$ cat src/hdl/monitor_adc_pkg.sv
`default_nettype none

package monitor_adc_pkg;

  localparam int ADC_RESULT_W  = 12;
  localparam int ADC_CHANNEL_W = 5;
  localparam int MAX_CHANNELS  = 32;

  // the sample source guarantees at least this many cycles between strobes.
  localparam int MIN_SAMPLE_SPACING = 8;

  // one converted sample, valid for the single cycle that strb is high.
  typedef struct packed {
    logic                     strb;
    logic [ADC_CHANNEL_W-1:0] channel;
    logic [ADC_RESULT_W-1:0]  result;
  } adc_sample_t;

  // threshold kind, which is also bits 6:5 of the threshold offset.
  typedef enum logic [1:0] {
    THRESH_SOFT_LOW  = 2'd0,
    THRESH_SOFT_HIGH = 2'd1,
    THRESH_HARD_LOW  = 2'd2,
    THRESH_HARD_HIGH = 2'd3
  } thresh_kind_e;

  // ordered so the soft flag lands on bit 0, as in the status register.
  typedef struct packed {
    logic hard_viol;
    logic soft_viol;
  } lc_status_t;

endpackage

`default_nettype wire

$ cat src/hdl/monitor_bus_pkg.sv
`default_nettype none

package monitor_bus_pkg;

  // bus geometry shared by the master port and every slave.
  localparam int BUS_ADDR_W = 16;
  localparam int BUS_DATA_W = 16;

  // slaves only see the offset inside their own region.
  localparam int REGION_SPAN_W = 8;

  // address map defaults, overridable from the top level.
  localparam logic [BUS_ADDR_W-1:0] LEVCHK_BASE_DEFAULT = 16'h0100;
  localparam logic [BUS_ADDR_W-1:0] VALS_BASE_DEFAULT   = 16'h0200;

  // region sizes in words.
  localparam int LEVCHK_WORDS = 256;
  localparam int VALS_WORDS   = 64;

  // master request, held stable by the master until ack or err.
  typedef struct packed {
    logic                  cyc;
    logic                  stb;
    logic                  we;
    logic [BUS_ADDR_W-1:0] adr;
    logic [BUS_DATA_W-1:0] dat;
  } wb_req_t;

  // slave response; dat is zero whenever ack is low so responses can be ORed.
  typedef struct packed {
    logic [BUS_DATA_W-1:0] dat;
    logic                  ack;
    logic                  err;
  } wb_rsp_t;

  typedef enum logic [1:0] {
    REGION_LEVCHK,
    REGION_VALS,
    REGION_NONE
  } region_e;

endpackage

`default_nettype wire

$ cat src/hdl/bus_region_decode.sv
`timescale 1ns/1ps
`default_nettype none

module bus_region_decode #(
  parameter logic [monitor_bus_pkg::BUS_ADDR_W-1:0] LEVCHK_BASE = 16'h0000,
  parameter logic [monitor_bus_pkg::BUS_ADDR_W-1:0] VALS_BASE   = 16'h0100
) (
  input  wire logic                     gclk40,
  input  wire logic                     hard_reset,
  input  wire monitor_bus_pkg::wb_req_t wb_req_i,
  output monitor_bus_pkg::wb_req_t      levchk_req_o,
  input  wire monitor_bus_pkg::wb_rsp_t levchk_rsp_i,
  output monitor_bus_pkg::wb_req_t      vals_req_o,
  input  wire monitor_bus_pkg::wb_rsp_t vals_rsp_i,
  output monitor_bus_pkg::wb_rsp_t      wb_rsp_o
);

  import monitor_bus_pkg::*;

  region_e               region;
  logic [BUS_ADDR_W-1:0] levchk_offs;
  logic [BUS_ADDR_W-1:0] vals_offs;
  logic                  err_q;

  // subtracting first keeps the upper bound check free of overflow near the top.
  assign levchk_offs = wb_req_i.adr - LEVCHK_BASE;
  assign vals_offs   = wb_req_i.adr - VALS_BASE;

  always_comb begin
    if ((wb_req_i.adr >= LEVCHK_BASE) && (32'(levchk_offs) < LEVCHK_WORDS)) begin
      region = REGION_LEVCHK;
    end else if ((wb_req_i.adr >= VALS_BASE) && (32'(vals_offs) < VALS_WORDS)) begin
      region = REGION_VALS;
    end else begin
      region = REGION_NONE;
    end
  end

  // cyc and the write data go to both slaves; only stb is steered.
  always_comb begin
    levchk_req_o     = wb_req_i;
    levchk_req_o.stb = wb_req_i.stb && (region == REGION_LEVCHK);
    levchk_req_o.adr = BUS_ADDR_W'(levchk_offs[REGION_SPAN_W-1:0]);

    vals_req_o       = wb_req_i;
    vals_req_o.stb   = wb_req_i.stb && (region == REGION_VALS);
    vals_req_o.adr   = BUS_ADDR_W'(vals_offs[REGION_SPAN_W-1:0]);
  end

  // unmapped accesses get a single err pulse, one cycle after stb.
  always_ff @(posedge gclk40) begin
    if (!hard_reset) begin
      err_q <= 1'b0;
    end else begin
      err_q <= wb_req_i.cyc && wb_req_i.stb && (region == REGION_NONE) && !err_q;
    end
  end

  // slaves return zero data when idle, so a plain OR merges them.
  always_comb begin
    wb_rsp_o.dat = levchk_rsp_i.dat | vals_rsp_i.dat;
    wb_rsp_o.ack = levchk_rsp_i.ack | vals_rsp_i.ack;
    wb_rsp_o.err = levchk_rsp_i.err | vals_rsp_i.err | err_q;
  end

endmodule

`default_nettype wire

$ cat src/hdl/level_checker.sv
`timescale 1ns/1ps
`default_nettype none

module level_checker #(
  parameter int NUM_CHANNELS = monitor_adc_pkg::MAX_CHANNELS
) (
  input  wire logic                                gclk40,
  input  wire logic                                hard_reset,
  input  wire monitor_bus_pkg::wb_req_t            bus_req_i,
  output monitor_bus_pkg::wb_rsp_t                 bus_rsp_o,
  input  wire monitor_adc_pkg::adc_sample_t        sample_i,
  input  wire logic                                monitor_en_i,
  output monitor_adc_pkg::lc_status_t              lc_status_o,
  output logic [monitor_adc_pkg::MAX_CHANNELS-1:0] v_in_range_o
);

  import monitor_bus_pkg::*;
  import monitor_adc_pkg::*;

  localparam int THRESH_DEPTH = 4 * MAX_CHANNELS;
  localparam int THRESH_AW    = 2 + ADC_CHANNEL_W;

  localparam logic [REGION_SPAN_W-1:0] OFFS_VEC_LO = 8'd128;
  localparam logic [REGION_SPAN_W-1:0] OFFS_VEC_HI = 8'd129;
  localparam logic [REGION_SPAN_W-1:0] OFFS_STATUS = 8'd130;

  typedef enum logic [1:0] {
    SEQ_IDLE,
    SEQ_FETCH,
    SEQ_COMPARE
  } seq_state_e;

  logic [ADC_RESULT_W-1:0]  thresh_mem [THRESH_DEPTH];
  logic [THRESH_AW-1:0]     rd_addr;
  logic [ADC_RESULT_W-1:0]  rd_data;

  seq_state_e               state;
  thresh_kind_e             fetch_kind;
  logic [ADC_CHANNEL_W-1:0] cur_channel;
  logic [ADC_RESULT_W-1:0]  cur_result;
  logic [ADC_RESULT_W-1:0]  soft_low;
  logic [ADC_RESULT_W-1:0]  soft_high;
  logic [ADC_RESULT_W-1:0]  hard_low;
  logic                     soft_in;
  logic                     hard_in;
  logic                     sample_ok;

  logic [REGION_SPAN_W-1:0] offset;
  logic                     bus_valid;
  logic                     thresh_sel;
  logic                     thresh_rd_start;
  logic                     rd_pend;
  logic                     reg_access;
  logic                     status_clr;
  logic [BUS_DATA_W-1:0]    reg_rdata;

  assign sample_ok = sample_i.strb && (32'(sample_i.channel) < NUM_CHANNELS);

  assign offset     = bus_req_i.adr[REGION_SPAN_W-1:0];
  assign thresh_sel = offset < REGION_SPAN_W'(THRESH_DEPTH);

  // a second access starts only after the ack cycle has passed.
  assign bus_valid = bus_req_i.cyc && bus_req_i.stb && !bus_rsp_o.ack && !rd_pend;

  // threshold reads need the shared read port, so they wait for an idle sequencer.
  assign thresh_rd_start = bus_valid && thresh_sel && !bus_req_i.we && (state == SEQ_IDLE);
  assign reg_access      = bus_valid && !(thresh_sel && !bus_req_i.we);
  assign status_clr      = reg_access && bus_req_i.we && (offset == OFFS_STATUS);

  // the sequencer owns the read port while it fetches a channel's thresholds.
  assign rd_addr = (state == SEQ_FETCH) ? {fetch_kind, cur_channel} : offset[THRESH_AW-1:0];

  always_ff @(posedge gclk40) begin
    if (reg_access && thresh_sel && bus_req_i.we) begin
      thresh_mem[offset[THRESH_AW-1:0]] <= bus_req_i.dat[ADC_RESULT_W-1:0];
    end
    rd_data <= thresh_mem[rd_addr];
  end

  always_comb begin
    case (offset)
      OFFS_VEC_LO: reg_rdata = v_in_range_o[BUS_DATA_W-1:0];
      OFFS_VEC_HI: reg_rdata = v_in_range_o[MAX_CHANNELS-1:BUS_DATA_W];
      OFFS_STATUS: reg_rdata = {{(BUS_DATA_W-2){1'b0}}, lc_status_o};
      default:     reg_rdata = '0;
    endcase
  end

  always_ff @(posedge gclk40) begin
    if (!hard_reset) begin
      bus_rsp_o <= '0;
      rd_pend   <= 1'b0;
    end else begin
      bus_rsp_o <= '0;
      rd_pend   <= thresh_rd_start;
      if (rd_pend) begin
        bus_rsp_o.ack <= 1'b1;
        bus_rsp_o.dat <= BUS_DATA_W'(rd_data);
      end else if (reg_access) begin
        bus_rsp_o.ack <= 1'b1;
        bus_rsp_o.dat <= bus_req_i.we ? '0 : reg_rdata;
      end
    end
  end

  // latch, then walk the four kinds; the compare state follows the last fetch.
  always_ff @(posedge gclk40) begin
    if (!hard_reset) begin
      state      <= SEQ_IDLE;
      fetch_kind <= THRESH_SOFT_LOW;
    end else begin
      case (state)
        SEQ_IDLE: begin
          if (sample_ok) begin
            state      <= SEQ_FETCH;
            fetch_kind <= THRESH_SOFT_LOW;
          end
        end
        SEQ_FETCH: begin
          fetch_kind <= thresh_kind_e'(fetch_kind + 2'd1);
          if (fetch_kind == THRESH_HARD_HIGH) begin
            state <= SEQ_COMPARE;
          end
        end
        default: state <= SEQ_IDLE;
      endcase
    end
  end

  // rd_data lags the fetch address by one cycle, so each edge stores the previous kind.
  always_ff @(posedge gclk40) begin
    if (state == SEQ_IDLE && sample_ok) begin
      cur_channel <= sample_i.channel;
      cur_result  <= sample_i.result;
    end
    if (state == SEQ_FETCH) begin
      case (fetch_kind)
        THRESH_SOFT_HIGH: soft_low  <= rd_data;
        THRESH_HARD_LOW:  soft_high <= rd_data;
        THRESH_HARD_HIGH: hard_low  <= rd_data;
        default:          ;
      endcase
    end
  end

  // the hard high threshold is still in rd_data during the compare cycle.
  assign soft_in = (cur_result >= soft_low) && (cur_result <= soft_high);
  assign hard_in = (cur_result >= hard_low) && (cur_result <= rd_data);

  always_ff @(posedge gclk40) begin
    if (!hard_reset) begin
      lc_status_o  <= '0;
      v_in_range_o <= '0;
    end else begin
      if (status_clr) begin
        lc_status_o.soft_viol <= lc_status_o.soft_viol && !bus_req_i.dat[0];
        lc_status_o.hard_viol <= lc_status_o.hard_viol && !bus_req_i.dat[1];
      end
      // a new violation in the same cycle wins over the clear.
      if (state == SEQ_COMPARE) begin
        v_in_range_o[cur_channel] <= soft_in;
        if (monitor_en_i && !soft_in) begin
          lc_status_o.soft_viol <= 1'b1;
        end
        if (monitor_en_i && !hard_in) begin
          lc_status_o.hard_viol <= 1'b1;
        end
      end
    end
  end

endmodule

`default_nettype wire

$ cat src/hdl/sense_monitor_top.sv
`timescale 1ns/1ps
`default_nettype none

module sense_monitor_top #(
  parameter int NUM_CHANNELS = monitor_adc_pkg::MAX_CHANNELS,
  parameter logic [monitor_bus_pkg::BUS_ADDR_W-1:0] LEVCHK_BASE =
    monitor_bus_pkg::LEVCHK_BASE_DEFAULT,
  parameter logic [monitor_bus_pkg::BUS_ADDR_W-1:0] VALS_BASE =
    monitor_bus_pkg::VALS_BASE_DEFAULT
) (
  input  wire logic                                gclk40,
  input  wire logic                                hard_reset,
  input  wire monitor_bus_pkg::wb_req_t            wb_req_i,
  output monitor_bus_pkg::wb_rsp_t                 wb_rsp_o,
  input  wire monitor_adc_pkg::adc_sample_t        sample_i,
  input  wire logic                                monitor_en_i,
  output monitor_adc_pkg::lc_status_t              lc_status_o,
  output logic [monitor_adc_pkg::MAX_CHANNELS-1:0] v_in_range_o
);

  import monitor_bus_pkg::*;

  wb_req_t levchk_req;
  wb_rsp_t levchk_rsp;
  wb_req_t vals_req;
  wb_rsp_t vals_rsp;

  bus_region_decode #(
    .LEVCHK_BASE (LEVCHK_BASE),
    .VALS_BASE   (VALS_BASE)
  ) bus_region_decode_inst (
    .gclk40       (gclk40),
    .hard_reset   (hard_reset),
    .wb_req_i     (wb_req_i),
    .levchk_req_o (levchk_req),
    .levchk_rsp_i (levchk_rsp),
    .vals_req_o   (vals_req),
    .vals_rsp_i   (vals_rsp),
    .wb_rsp_o     (wb_rsp_o)
  );

  // both slaves see every sample; neither can stall the source.
  level_checker #(
    .NUM_CHANNELS (NUM_CHANNELS)
  ) level_checker_inst (
    .gclk40       (gclk40),
    .hard_reset   (hard_reset),
    .bus_req_i    (levchk_req),
    .bus_rsp_o    (levchk_rsp),
    .sample_i     (sample_i),
    .monitor_en_i (monitor_en_i),
    .lc_status_o  (lc_status_o),
    .v_in_range_o (v_in_range_o)
  );

  value_store #(
    .NUM_CHANNELS (NUM_CHANNELS)
  ) value_store_inst (
    .gclk40     (gclk40),
    .hard_reset (hard_reset),
    .bus_req_i  (vals_req),
    .bus_rsp_o  (vals_rsp),
    .sample_i   (sample_i)
  );

endmodule

`default_nettype wire

$ cat src/hdl/value_store.sv
`timescale 1ns/1ps
`default_nettype none

module value_store #(
  parameter int NUM_CHANNELS = monitor_adc_pkg::MAX_CHANNELS
) (
  input  wire logic                         gclk40,
  input  wire logic                         hard_reset,
  input  wire monitor_bus_pkg::wb_req_t     bus_req_i,
  output monitor_bus_pkg::wb_rsp_t          bus_rsp_o,
  input  wire monitor_adc_pkg::adc_sample_t sample_i
);

  import monitor_bus_pkg::*;
  import monitor_adc_pkg::*;

  logic [ADC_RESULT_W-1:0]  latest_q [NUM_CHANNELS];
  logic [ADC_RESULT_W-1:0]  peak_q [NUM_CHANNELS];

  logic [REGION_SPAN_W-1:0] offset;
  logic [ADC_CHANNEL_W-1:0] bus_ch;
  logic                     peak_sel;
  logic                     bus_ch_ok;
  logic                     bus_valid;
  logic                     peak_clr;
  logic [BUS_DATA_W-1:0]    rdata;

  // offsets 0..31 are latest values, 32..63 the peaks; bit 5 picks the bank.
  assign offset    = bus_req_i.adr[REGION_SPAN_W-1:0];
  assign bus_ch    = offset[ADC_CHANNEL_W-1:0];
  assign peak_sel  = offset[ADC_CHANNEL_W];
  assign bus_ch_ok = (offset[REGION_SPAN_W-1:ADC_CHANNEL_W+1] == '0) &&
                     (32'(bus_ch) < NUM_CHANNELS);

  assign bus_valid = bus_req_i.cyc && bus_req_i.stb && !bus_rsp_o.ack;
  assign peak_clr  = bus_valid && bus_req_i.we && peak_sel && bus_ch_ok;

  always_comb begin
    if (!bus_ch_ok) begin
      rdata = '0;
    end else if (peak_sel) begin
      rdata = BUS_DATA_W'(peak_q[bus_ch]);
    end else begin
      rdata = BUS_DATA_W'(latest_q[bus_ch]);
    end
  end

  always_ff @(posedge gclk40) begin
    if (!hard_reset) begin
      for (int ch = 0; ch < NUM_CHANNELS; ch++) begin
        latest_q[ch] <= '0;
        peak_q[ch]   <= '0;
      end
    end else begin
      for (int ch = 0; ch < NUM_CHANNELS; ch++) begin
        if (sample_i.strb && (32'(sample_i.channel) == ch)) begin
          latest_q[ch] <= sample_i.result;
          if (sample_i.result > peak_q[ch]) begin
            peak_q[ch] <= sample_i.result;
          end
        end
        // a clear from the bus overrides a sample on the same edge.
        if (peak_clr && (32'(bus_ch) == ch)) begin
          peak_q[ch] <= '0;
        end
      end
    end
  end

  always_ff @(posedge gclk40) begin
    if (!hard_reset) begin
      bus_rsp_o <= '0;
    end else begin
      bus_rsp_o <= '0;
      if (bus_valid) begin
        bus_rsp_o.ack <= 1'b1;
        bus_rsp_o.dat <= bus_req_i.we ? '0 : rdata;
      end
    end
  end

endmodule

`default_nettype wire
$ cat config.mk
export PLATFORM = sky130hd
export DESIGN_NAME = sense_monitor_top
export DESIGN_NICKNAME = d
export VERILOG_FILES = /design/src/hdl/monitor_adc_pkg.sv /design/src/hdl/monitor_bus_pkg.sv /design/src/hdl/bus_region_decode.sv /design/src/hdl/level_checker.sv /design/src/hdl/sense_monitor_top.sv /design/src/hdl/value_store.sv
export SDC_FILE = /design/constraint.sdc
export NUM_CORES = 2
export LEC_CHECK = 0
export BUFFER_PORTS_ARGS = -buffer_cell sky130_fd_sc_hd__buf_2
export CAP_MARGIN = 25
export CELL_PAD_IN_SITES_DETAIL_PLACEMENT = 0
export CELL_PAD_IN_SITES_GLOBAL_PLACEMENT = 1
export CORE_UTILIZATION = 47
export CTS_BUF_LIST = sky130_fd_sc_hd__clkbuf_2
export CTS_CLUSTER_DIAMETER = 80
export DETAILED_ROUTE_END_ITERATION = 8
export GPL_ROUTABILITY_DRIVEN = 1
export GPL_TIMING_DRIVEN = 0
export PLACE_DENSITY = 0.78
export SLEW_MARGIN = 30
export SYNTH_ARGS = -nofsm -noshare
export SYNTH_HDL_FRONTEND = slang
export SYNTH_HIERARCHICAL = 1
export SYNTH_SLANG_ARGS = --single-unit
$ cat constraint.sdc
create_clock -name gclk40 -period 7.05 [get_ports gclk40]
set_clock_uncertainty 0.1 [all_clocks]
set_input_delay 1.41 -clock gclk40 [delete_from_list [all_inputs] [get_ports gclk40]]
set_output_delay 1.41 -clock gclk40 [all_outputs]
set_load 0.005 [all_outputs]
==> results.txt <==
Summing over every cut layer, the via total after detailed routing is 74397. The post-detailed-routing wire length is 360000 um. In this run the power density over the cells is 239.5 nW/um^2. Summed over all layers, the global routing overflow is 0. In this run the count of I/O pins placed on the die edge is 108. Based on the critical path, the design can be clocked at up to 178.8 MHz.

The count of unresolved DRC violations after routing is 2. The number of instances in the synthesized netlist is 7852. The vertical die dimension came out at 488.7 um. Along the worst path, the maximum fanout reaches 12. The number of nets in the final layout came out at 9123.

The CTS tree is built. The share of the cycle needed by the critical path after routing is 0.7932. The required time at the worst-slack endpoint came out at 8.37 ns.

Entering global routing, the biggest net connects 129 pins. The congestion estimate from routability-driven global placement came to 1.007. The via density per instance came out at 6.077. The number of core rows is 178.

The area of all placed cells without fillers came out at 122700 um^2. The first TritonRoute pass finished after 8 iterations. The CTS clock-pin slew for the worst setup and hold paths is 0.09 ns. The leakage power figure came out at 45.08 nW. The clock latency on the worst-skew pair came out at 1.94 ns. The number of sinks on the clock net is 2439. The area of the die came out at 238900 um^2. The number of I/O port buffers came out at 84. The area of the mapped netlist came out at 111300 um^2. The worst hold slack after final layout is 0.1875 ns. Setup repair after global routing left no endpoint under its margin.

The cell that appears most often on the critical path is sky130_fd_sc_hd__nand2_1. The number of endpoints with negative hold slack in the final report is 0. The via count of the first global-routing pass came out at 72807. The number of cells upsized or downsized after cts is 0.

CTS placed an instance of sky130_fd_sc_hd__clkbuf_2 at the clock tree root. The global-route total usage across every layer is 0.2979. The number of levels the H-tree was split into is 6. The worst hold path belongs to the class input pin to flip-flop.

Relative to the synthesized area, the layout overhead comes to 10.23%. The worst slew slack as a fraction of its limit is 0.1379. The fraction of final layout cells sized beyond drive strength 1 came out at 0.2048. The layout has 20035 filler cells.

The critical path launch point type is an input pin. The run finished, with violations left. The width of the die is 488.7 um. The HPWL after detailed placement is 248800 um. The core region is 235400 um^2. Dividing the detail-routed wire length by the instance count gives 29.40 um. The number of buffers between clock root and the deepest sink is 4. The initial antenna violation count came to 18. The critical path is of the input pin to flip-flop type. The area of placed instances is 116900 um^2.

The shortest clock period the worst path allows after layout is 5.592 ns. The signal on the critical path passes through dlygate4sd3_1 > buf_2 > inv_1 > ha_1 > nor2b_1 > xnor2_1 > and3_1 > nand2_1 > nor3_1 > nand2_1 > nor3b_1 > nand3_1 > clkbuf_2 > nor2_2. The slew of the pin with the lowest slew margin came out at 1.293 ns. For this configuration, the core starts out at a cell density of 0.4730.

The final reports fail on DRC. Setup slack closes at 1.458 ns. The TritonCTS buffer count came out at 626. The yosys synthesis warning count is 6. The first-pass GRT wire length came out at 506300 um.

The capturing element type of the critical path is a flip-flop. The cell with the largest stage delay on the worst path is sky130_fd_sc_hd__nand3_1. Data on the critical path arrives at its endpoint at 6.92 ns. The number of antenna-violating nets in the routed design came out at 0. The largest stage delay on the critical path is 0.90 ns. Dividing the synthesized area by the synthesized cell count gives 14.18 um^2. IR analysis of the VDD net gives a maximum drop of 210.0 uV. At the placement stage, the worst setup path has a slack of 0.3971 ns. The starting DRC count in detailed routing came out at 9059. The max-cap check violation count came out at 0. Setup violations remaining at the end of the flow were counted as 0. The final count of pins violating max slew came out at 0.
## layer usage
layer  vias up  share of wire  global-route usage  wire [um]
li1      31824              -                   -          -
met1     36977           0.37              0.3667     131700
met2      4548           0.47              0.4775     168600
met3      1036          0.097             0.06696      34750
met4        12          0.069              0.1857      24800
met5         -        0.00024                   0         88
## placed cells by master (no fill, tap or decap), types with 188 or more instances in the layout
master,instances
sky130_fd_sc_hd__mux4_2,274
sky130_fd_sc_hd__inv_1,547
sky130_fd_sc_hd__mux2i_1,356
sky130_fd_sc_hd__ha_1,437
sky130_fd_sc_hd__a21oi_1,188
sky130_fd_sc_hd__nor2_1,351
sky130_fd_sc_hd__clkbuf_1,236
sky130_fd_sc_hd__nand2_1,725
sky130_fd_sc_hd__clkbuf_2,909
sky130_fd_sc_hd__and2_1,221
sky130_fd_sc_hd__edfxtp_1,2357
## worst max-delay path, delay by kind of cell
family / cells / cell delay, ns
xor+xnor: 1 / 0.31
simple gates: 8 / 3.47
buf+inv: 4 / 1.47
fa+ha+maj: 1 / 0.22
## flip-flops by register name, summed over array words and instances, names as in the netlist, 5 cells and up
register / count
level_checker_inst/hard_low: 12
value_store_inst/bus_rsp_o: 13
level_checker_inst/cur_result: 12
level_checker_inst/cur_channel: 5
level_checker_inst/thresh_mem: 1536
level_checker_inst/soft_low: 12
level_checker_inst/soft_high: 12
value_store_inst/peak_q: 384
value_store_inst/latest_q: 384
level_checker_inst/bus_rsp_o: 17
level_checker_inst/rd_data: 12
level_checker_inst/v_in_range_o: 32
## layout make-up
class,count,area (um^2),area share
Antenna cell,25,62.56,0.0005097
Clock buffer,887,4439,0.03617
Clock inverter,178,977.2,0.007962
Multi-Input combinational cell,4346,34560,0.2816
Sequential cell,2439,72420,0.5901
Tap cell,3150,3941,0.03211
Inverter,549,2063,0.01681
Buffer,522,2920,0.02379
Timing Repair Buffer,146,1351,0.01101
## final timing paths
path / from / to / slack [ns] / cells after the start
worst max-delay path: wb_req_i[25] / level_checker_inst/thresh_mem[127][8]$_DFFE_PP_ / 1.46 / 14
worst min-delay path: sample_i[6] / level_checker_inst/cur_result[6]$_DFFE_PP_ / 0.19 / 2
worst max register to register: level_checker_inst/cur_channel[1]$_DFFE_PP_ / level_checker_inst/rd_data[7]$_DFF_P_ / 1.77 / 11
worst min register to register: level_checker_inst/rd_pend$_SDFF_PN0_ / level_checker_inst/bus_rsp_o[1]$_SDFF_PN0_ / 0.39 / 1
## per-stage QoR
stage	setup TNS, ns	cells	utilization	power (mW)
final	0	12242	0.5214	29.40
after global routing	0	12231	0.5212	30.51
after CTS	0	12216	0.5209	29.50
after detailed placement	0	11117	0.4965	20.15
after global placement	-0.1271	11090	0.4916	20.02
after floorplan	0	7856	-	18.65
## repair_timing
item | CTS | global route
hold buffers | 34 | 0
endpoints found under the hold margin | 976 | 0
setup buffers | 0 | 0
endpoints found under the setup margin | 0 | 0
## where the power goes
group | total, mW | switching [mW] | internal, mW
registers | 16.4 | 0.193 | 16.2
clock network | 9.47 | 5.75 | 3.72
logic | 3.55 | 2.38 | 1.16
total | 29.4 | 8.32 | 21.1
Note: power is estimated with default switching activity, not from simulation.
